===== src/io_pkg.sv =====
// I/O subsystem package with request and response structs, AXI response codes, default port map
package io_pkg;

    // AXI response codes
    // Only OKAY and DECERR are ever produced by this subsystem
    localparam logic [1:0] RESP_OKAY   = 2'b00;
    localparam logic [1:0] RESP_DECERR = 2'b11;

    // Value seen on an undriven 16-bit ISA-style data bus
    // Pull-ups make every bit read as one
    localparam logic [15:0] FLOAT_BUS_DATA = 16'hFFFF;

    // Classic PC port map, one entry per register bank
    // Index 0 is checked first when windows overlap
    // Entry 0 is the PIC at 0x020
    // Entry 1 is the PIT at 0x040
    // Entry 2 is the PPI at 0x060
    // Entry 3 is the COM1 UART at 0x3F8
    localparam logic [3:0][15:0] DEFAULT_BANK_BASE = {
        16'h03F8,
        16'h0060,
        16'h0040,
        16'h0020
    };

    // One I/O request as issued by the bridge
    // Valid for exactly one cycle per transaction
    typedef struct packed {
        // Request strobe
        logic        valid;
        // High for OUT, low for IN
        logic        we;
        // Byte port address, bit 0 ignored downstream
        logic [15:0] addr;
        // Write data for OUT cycles
        logic [15:0] wdata;
        // Byte enables, bit 0 for the low byte
        logic [1:0]  strb;
    } io_req_t;

    // One response returned to the bridge
    // Data is zero for writes
    typedef struct packed {
        // Response strobe, one cycle wide
        logic        valid;
        // Read data
        logic [15:0] data;
        // AXI response code
        logic [1:0]  resp;
    } io_rsp_t;

endpackage


===== src/axil_io_bridge.sv =====
// AXI4-Lite slave bridge that serializes transactions into single I/O requests
`timescale 1ns/1ps

module axil_io_bridge (
    input  logic             clk,
    input  logic             rst_n,

    // Write address channel
    input  logic [15:0]      awaddr,
    input  logic             awvalid,
    output logic             awready,

    // Write data channel
    input  logic [31:0]      wdata,
    input  logic [3:0]       wstrb,
    input  logic             wvalid,
    output logic             wready,

    // Write response channel
    output logic [1:0]       bresp,
    output logic             bvalid,
    input  logic             bready,

    // Read address channel
    input  logic [15:0]      araddr,
    input  logic             arvalid,
    output logic             arready,

    // Read data channel
    output logic [31:0]      rdata,
    output logic [1:0]       rresp,
    output logic             rvalid,
    input  logic             rready,

    // I/O side
    output io_pkg::io_req_t  io_req,
    input  io_pkg::io_rsp_t  io_rsp
);

    // Sequencer states
    typedef enum logic [1:0] {
        ST_IDLE,
        ST_ISSUE,
        ST_WAIT,
        ST_RESP
    } state_t;

    state_t      state;

    // Latched request fields
    logic        req_we;
    logic [15:0] req_addr;
    logic [15:0] req_wdata;
    logic [1:0]  req_strb;

    // Captured response
    logic [15:0] rsp_data;
    logic [1:0]  rsp_code;

    // Handshake qualifiers
    logic        wr_go;
    logic        rd_go;

    // Write needs both AW and W present
    // Writes beat reads when both are pending
    assign wr_go = (state == ST_IDLE) && awvalid && wvalid;
    assign rd_go = (state == ST_IDLE) && arvalid && !(awvalid && wvalid);

    assign awready = wr_go;
    assign wready  = wr_go;
    assign arready = rd_go;

    // Sequencer
    always_ff @(posedge clk) begin
        if (!rst_n) begin
            state <= ST_IDLE;
        end else begin
            case (state)
                ST_IDLE: begin
                    if (wr_go || rd_go) begin
                        state <= ST_ISSUE;
                    end
                end
                // Request is on the I/O side for this one cycle
                ST_ISSUE: state <= ST_WAIT;
                ST_WAIT: begin
                    if (io_rsp.valid) begin
                        state <= ST_RESP;
                    end
                end
                // Hold B or R until the master takes it
                ST_RESP: begin
                    if ((req_we && bready) || (!req_we && rready)) begin
                        state <= ST_IDLE;
                    end
                end
                default: state <= ST_IDLE;
            endcase
        end
    end

    // Request payload capture at the handshake
    // Only the low half of the data bus and strobes 1:0 matter
    always_ff @(posedge clk) begin
        if (wr_go) begin
            req_we    <= 1'b1;
            req_addr  <= awaddr;
            req_wdata <= wdata[15:0];
            req_strb  <= wstrb[1:0];
        end else if (rd_go) begin
            req_we    <= 1'b0;
            req_addr  <= araddr;
            req_wdata <= '0;
            req_strb  <= '0;
        end
    end

    // Response payload capture, stable through ST_RESP
    always_ff @(posedge clk) begin
        if (state == ST_WAIT && io_rsp.valid) begin
            rsp_data <= io_rsp.data;
            rsp_code <= io_rsp.resp;
        end
    end

    // I/O request drive
    assign io_req.valid = (state == ST_ISSUE);
    assign io_req.we    = req_we;
    assign io_req.addr  = req_addr;
    assign io_req.wdata = req_wdata;
    assign io_req.strb  = req_strb;

    // AXI responses
    assign bvalid = (state == ST_RESP) && req_we;
    assign bresp  = rsp_code;
    assign rvalid = (state == ST_RESP) && !req_we;
    assign rresp  = rsp_code;
    // Upper read half is always zero
    assign rdata  = {16'h0000, rsp_data};

endmodule


===== src/io_address_decoder.sv =====
// Port address window decoder producing one-hot bank selects and a default I/O flag
`timescale 1ns/1ps

module io_address_decoder #(
    parameter int                          NUM_BANKS  = 4,
    parameter int                          BANK_WORDS = 4,
    parameter logic [NUM_BANKS-1:0][15:0]  BANK_BASE  = io_pkg::DEFAULT_BANK_BASE
) (
    input  io_pkg::io_req_t         io_req,
    output logic [NUM_BANKS-1:0]    bank_sel,
    output logic                    default_hit
);

    // Window spans BANK_WORDS 16-bit words
    // Address bits from WIN_LSB upward identify the window
    localparam int WIN_LSB = $clog2(BANK_WORDS) + 1;

    // Set once any window has claimed the address
    logic hit;

    // Priority decode across all windows
    always_comb begin
        bank_sel    = '0;
        default_hit = 1'b0;
        hit         = 1'b0;

        // Nothing decodes without a live request
        if (io_req.valid) begin
            // Lowest bank index wins on overlap
            for (int i = 0; i < NUM_BANKS; i++) begin
                if (!hit && (io_req.addr[15:WIN_LSB] == BANK_BASE[i][15:WIN_LSB])) begin
                    bank_sel[i] = 1'b1;
                    hit         = 1'b1;
                end
            end

            // Unclaimed port goes to the default handler
            // Reads float high and writes are dropped there
            default_hit = !hit;
        end
    end

endmodule


===== src/io_read_mux.sv =====
// Read-return mux combining bank lanes and the floating-bus default into a registered response
`timescale 1ns/1ps

module io_read_mux #(
    parameter int NUM_BANKS = 4
) (
    input  logic                         clk,
    input  logic                         rst_n,
    input  io_pkg::io_req_t              io_req,
    input  logic [NUM_BANKS-1:0]         bank_sel,
    input  logic                         default_hit,
    input  logic [NUM_BANKS-1:0][15:0]   bank_rdata,
    output io_pkg::io_rsp_t              io_rsp
);

    // Selected bank data
    logic [15:0] mux_data;

    // AND-OR merge of the lanes
    // At most one select is high
    always_comb begin
        mux_data = '0;
        for (int i = 0; i < NUM_BANKS; i++) begin
            if (bank_sel[i]) begin
                mux_data = mux_data | bank_rdata[i];
            end
        end
    end

    // Response strobe, one cycle after the request
    always_ff @(posedge clk) begin
        if (!rst_n) begin
            io_rsp.valid <= 1'b0;
        end else begin
            io_rsp.valid <= io_req.valid;
        end
    end

    // Response payload
    always_ff @(posedge clk) begin
        if (io_req.valid) begin
            // Writes return zero data
            if (io_req.we) begin
                io_rsp.data <= '0;
            end else if (default_hit) begin
                io_rsp.data <= io_pkg::FLOAT_BUS_DATA;
            end else begin
                io_rsp.data <= mux_data;
            end
            io_rsp.resp <= default_hit ? io_pkg::RESP_DECERR : io_pkg::RESP_OKAY;
        end
    end

endmodule


===== src/io_register_bank.sv =====
// Peripheral stand-in register window with byte-strobe writes and combinational readback
`timescale 1ns/1ps

module io_register_bank #(
    parameter int BANK_WORDS = 4
) (
    input  logic             clk,
    input  logic             rst_n,
    input  logic             sel,
    input  io_pkg::io_req_t  io_req,
    output logic [15:0]      rdata
);

    // Word index width within the window
    localparam int IDX_W = $clog2(BANK_WORDS);

    // Register file
    logic [BANK_WORDS-1:0][15:0] regs;

    // Word index, address bit 0 dropped
    logic [IDX_W-1:0]            idx;

    // Write qualifier
    logic                        wr_en;

    assign idx   = io_req.addr[IDX_W:1];
    assign wr_en = sel && io_req.valid && io_req.we;

    // Register update
    // Each byte lane follows its own strobe
    always_ff @(posedge clk) begin
        if (!rst_n) begin
            regs <= '0;
        end else if (wr_en) begin
            // Low byte
            if (io_req.strb[0]) begin
                regs[idx][7:0] <= io_req.wdata[7:0];
            end
            // High byte
            if (io_req.strb[1]) begin
                regs[idx][15:8] <= io_req.wdata[15:8];
            end
        end
    end

    // Readback of the addressed word
    // Lane is qualified by sel in the read mux
    assign rdata = regs[idx];

endmodule


===== src/io_subsystem_top.sv =====
// I/O port subsystem top with AXI4-Lite bridge, decoder, register banks and read mux
`timescale 1ns/1ps

module io_subsystem_top #(
    parameter int                          NUM_BANKS  = 4,
    parameter int                          BANK_WORDS = 4,
    parameter logic [NUM_BANKS-1:0][15:0]  BANK_BASE  = io_pkg::DEFAULT_BANK_BASE
) (
    input  logic         clk,
    input  logic         rst_n,

    // AXI4-Lite slave
    input  logic [15:0]  awaddr,
    input  logic         awvalid,
    output logic         awready,
    input  logic [31:0]  wdata,
    input  logic [3:0]   wstrb,
    input  logic         wvalid,
    output logic         wready,
    output logic [1:0]   bresp,
    output logic         bvalid,
    input  logic         bready,
    input  logic [15:0]  araddr,
    input  logic         arvalid,
    output logic         arready,
    output logic [31:0]  rdata,
    output logic [1:0]   rresp,
    output logic         rvalid,
    input  logic         rready
);

    // Internal request and response
    io_pkg::io_req_t              io_req;
    io_pkg::io_rsp_t              io_rsp;

    // Decode results
    logic [NUM_BANKS-1:0]         bank_sel;
    logic                         default_hit;

    // One readback lane per bank
    logic [NUM_BANKS-1:0][15:0]   bank_rdata;

    axil_io_bridge u_bridge (
        .clk     (clk),
        .rst_n   (rst_n),
        .awaddr  (awaddr),
        .awvalid (awvalid),
        .awready (awready),
        .wdata   (wdata),
        .wstrb   (wstrb),
        .wvalid  (wvalid),
        .wready  (wready),
        .bresp   (bresp),
        .bvalid  (bvalid),
        .bready  (bready),
        .araddr  (araddr),
        .arvalid (arvalid),
        .arready (arready),
        .rdata   (rdata),
        .rresp   (rresp),
        .rvalid  (rvalid),
        .rready  (rready),
        .io_req  (io_req),
        .io_rsp  (io_rsp)
    );

    io_address_decoder #(
        .NUM_BANKS  (NUM_BANKS),
        .BANK_WORDS (BANK_WORDS),
        .BANK_BASE  (BANK_BASE)
    ) u_decoder (
        .io_req      (io_req),
        .bank_sel    (bank_sel),
        .default_hit (default_hit)
    );

    // Peripheral windows, in port map order
    for (genvar i = 0; i < NUM_BANKS; i++) begin : g_bank
        io_register_bank #(
            .BANK_WORDS (BANK_WORDS)
        ) u_bank (
            .clk    (clk),
            .rst_n  (rst_n),
            .sel    (bank_sel[i]),
            .io_req (io_req),
            .rdata  (bank_rdata[i])
        );
    end

    io_read_mux #(
        .NUM_BANKS (NUM_BANKS)
    ) u_read_mux (
        .clk         (clk),
        .rst_n       (rst_n),
        .io_req      (io_req),
        .bank_sel    (bank_sel),
        .default_hit (default_hit),
        .bank_rdata  (bank_rdata),
        .io_rsp      (io_rsp)
    );

endmodule


===== config.mk =====
export PLATFORM = sky130hd
export DESIGN_NAME = io_subsystem_top
export DESIGN_NICKNAME = d
export VERILOG_FILES = /design/src/io_pkg.sv /design/src/axil_io_bridge.sv /design/src/io_address_decoder.sv /design/src/io_read_mux.sv /design/src/io_register_bank.sv /design/src/io_subsystem_top.sv
export SDC_FILE = /design/constraint.sdc
export NUM_CORES = 1
export LEC_CHECK = 0
export BUFFER_PORTS_ARGS = -buffer_cell sky130_fd_sc_hd__buf_4
export CAP_MARGIN = 10
export CORE_ASPECT_RATIO = 2
export CORE_MARGIN = 2
export CORE_UTILIZATION = 55
export CTS_BUF_LIST = sky130_fd_sc_hd__clkbuf_16
export DETAILED_ROUTE_END_ITERATION = 7
export PLACE_DENSITY = 0.79
export SETUP_SLACK_MARGIN = 0.1
export SYNTH_ARGS = -nofsm -noshare
export SYNTH_HDL_FRONTEND = slang
export SYNTH_SLANG_ARGS = --single-unit

===== constraint.sdc =====
create_clock -name clk -period 3.5 [get_ports clk]
set_input_delay 0.525 -clock clk [delete_from_list [all_inputs] [get_ports clk]]
set_output_delay 0.525 -clock clk [all_outputs]
set_load 0.01 [all_outputs]

==> results by group <==
Cells and area
  – # fillers: ~2200
  – Nets: about 1400
  – Layout cells sized above 1: 15.9%
  – Area delta synth->final: 10.3%
  – Core Util, Final: 61.8%
  – Antenna cells: 0

Floorplanning
  – Initial Utilization: 56.0%
  – Ports: about 120
  – Die width: 121 um
  – Core footprint: between 20000 and 30000 um^2
  – Die area: between 20000 and 30000 um^2
  – Rows: 85
  – Die Height: approximately 240 um

Critical path
  – Worst path max stage delay: approximately 770 ps
  – Critical path type: reg -> out
  – Critical Path AT: roughly 2500 ps
  – CP max stage cell: inv_1
  – Critical path peak fanout: 35
  – Req. time, crit path: approximately 3000 ps
  – Startpoint types: register
  – CP Cell Sequence: inv_1, ha_1, nand3_1, buf_4, inv_1, buf_4
  – Crit end category: output pin
  – Flop2flop setup slack: about 500 ps

Global route
  – Initial antenna violation count: 0
  – Largest net degree at the start of global routing: 166
  – Overflow after GRT: 0
  – Vias in the first global route: just under 10000
  – Total track usage: about a quarter
  – First-pass GRT wire length: 54.2 mm

Place
  – HPWL Detailed: 23.5 mm
  – Gpl congestion: between 0.8 and 0.9
  – PortBufs: 79

Synthesis
  – Mapped Area: between 15000 and 20000 um^2
  – Ys flop type: dfxtp_1
  – Seq/Total Area, Yosys: between 40% and 50%
  – Yosys reg bits: 327
  – Ys async rst share: 0%
  – Post-synthesis cell count: between 1000 and 1500
  – Yosys warns: 0
  – Yosys cell types: 42
  – Syn_area_per_cell: approximately 12 um^2
  – Number of synthesized flops with an enable pin: 67

Clocking
  – Max Root-Sink Buffers: 3
  – CTS Buf Count: 28
  – Post-CTS Repair Setup Buffers: 0
  – Clock Sinks: 327
  – CTS root buf: clkbuf_16
  – CTS tree: built
  – PostCTS Resize Cnt: 0
  – Clk Latency, worst-skew pair: between 500 and 600 ps
  – Hold_buf cts: 0
  – Htree depth: 1
  – Clk pin slew, worst setup/hold paths: around 70 ps

STA
  – Measured slew at the worst slew-check pin: around 1000 ps
  – Worst slew margin: between 30% and 40%
  – Fmax: 327 MHz
  – Final hold violations: 0
  – Crit path time final: slightly above 3000 ps
  – Clk_skew: about 18 ps
  – Setup TNS: 0 ps
  – RSZ-0062 raised after global routing: no
  – Final Slew Violations: 0
  – # setup viols final: 0
  – Fin crit share: 87.3%
  – Final hold slack: approximately 240 ps

Detailed routing
  – DRC Markers: 0
  – Drt first pass iters: 4
  – Post-route ant nets: 0
  – Drt total wl: approximately 34 mm
  – Post-DR vias/cell: roughly 5.6
  – DRT iter0 DRCs: 438
  – Post-DR wirelength/cell: ~20 um
  – DR vias: 9490

Power
  – Worst IR Drop VDD: ~0.00053 V
  – Total power: a little under 9 mW
  – PwrDens: between 500 and 600 nW/um^2
  – Leakage: around 6.7 nW

Job
  – Maxcap violations: 0

Hold path
  – Hold Crit Class: in -> reg

Outcome
  – Status: finished clean
metal layers:
metal | vias up | track usage [%] | routed length, um
met4 | 0 | 13.3 | 1990
met2 | 217 | 44.6 | 18400
li1 | 4587 | - | -
met3 | 101 | 2.72 | 1040
met5 | - | 0 | 0
met1 | 4585 | 26.2 | 12500
worst max-delay path, delay by kind of cell (launching register included):
family	cells	cell delay, ps
AND/OR/NAND/NOR	1	80
adder cells (fa/ha/maj)	1	200
buffers and inverters	4	1350
flip-flops	1	340
layout make-up:
cell class                 count  area [um^2]  share of cell area, %
tap                          348          435                   2.62
inverter                       7         26.3                  0.158
clock inverter                21         96.3                  0.580
timing repair buffer          99          768                   4.62
clock buffer                  29          726                   4.37
sequential                   327         7220                   43.4
multi-input combinational    866         7350                   44.2
path summary, 6_finish.rpt:
check | depth (start not counted) | end | startpoint
hold / removal | 3 | u_bridge.req_addr[13] | awaddr[13]
setup / recovery | 6 | wready | u_bridge.state[0]
setup reg to reg | 6 | g_bank[0].u_bank.regs[36] | u_bridge.state[1]
hold reg to reg | 0 | u_bridge.rsp_data[14] | u_read_mux.io_rsp[16]
Yosys cell counts (14+ instances only):
cell type  instances  area share (%)
clkbuf_1          61             1.5
a31oi_1           16            0.66
buf_4             24             1.2
and2_1            21            0.87
edfxtp_1          67              13
mux4_2            33             4.9
buf_2             17            0.56
dfxtp_1          260              35
nand2_1           61             1.5
nor3_4            17             1.8
a22oi_1           14            0.70
o21ai_0           16            0.53
o22ai_1           31             1.3
mux2i_1          321              21
nor2b_1          260              11
stage by stage:
stage               instance area [um^2]  setup slack [ps]  cells
CTS                                16600               365   1697
floorplan                          15100               858   1307
global route                       16600               227   1697
global placement                   15800               606   1647
detailed placement                 15800               489   1647
finish                             16600               444   1697
layout by cell type, fill, tap and decap left out, types with 2 or more instances in the layout:
master,instances
nand3_2,6
dfxtp_1,260
clkbuf_16,29
nand2_1,61
clkinv_1,7
buf_12,2
nor2b_1,260
a31oi_1,16
buf_4,97
nor3_4,17
nand3_1,6
and2_1,21
nor4_4,2
inv_1,13
o22ai_1,31
conb_1,16
ha_1,5
nand3_4,3
mux4_2,33
mux2i_1,321
nor2_1,7
nand4_1,2
o21ai_0,16
nand4_2,7
edfxtp_1,67
a22oi_1,14
nand4_4,3
clkinvlp_4,2
or2_2,2
and3_1,6
clkinv_2,3
sequential cells by signal, summed over array words and instances, names as in the netlist:
signal / cells
u_bridge.req_addr: 15
u_bridge.bresp: 1
u_bridge.req_strb: 2
u_bridge.rsp_data: 16
g_bank.u_bank.regs: 256
u_read_mux.io_rsp: 18
u_bridge.state: 2
u_bridge.req_we: 1
u_bridge.req_wdata: 16
where the power goes:
group	switching (mW)	total, mW	internal, mW
Sequential	0.450	4.64	4.19
Combinational	0.801	1.32	0.520
Clock	1.38	2.87	1.49
Total	2.63	8.83	6.20
logic make-up (layout without fill, tap and decap cells):
logic type	Yosys count	after routing	share of synthesized area, %
AOI/OAI and AO/OA	82	82	3.51
adders and majority gates	5	5	0.415
buffers and inverters	114	156	3.74
DFF	327	327	47.9
muxes	354	354	26.3
other	1	16	0.0249
and+or+nand+nor	409	409	18.1
Power figures use the tool's default switching activity.
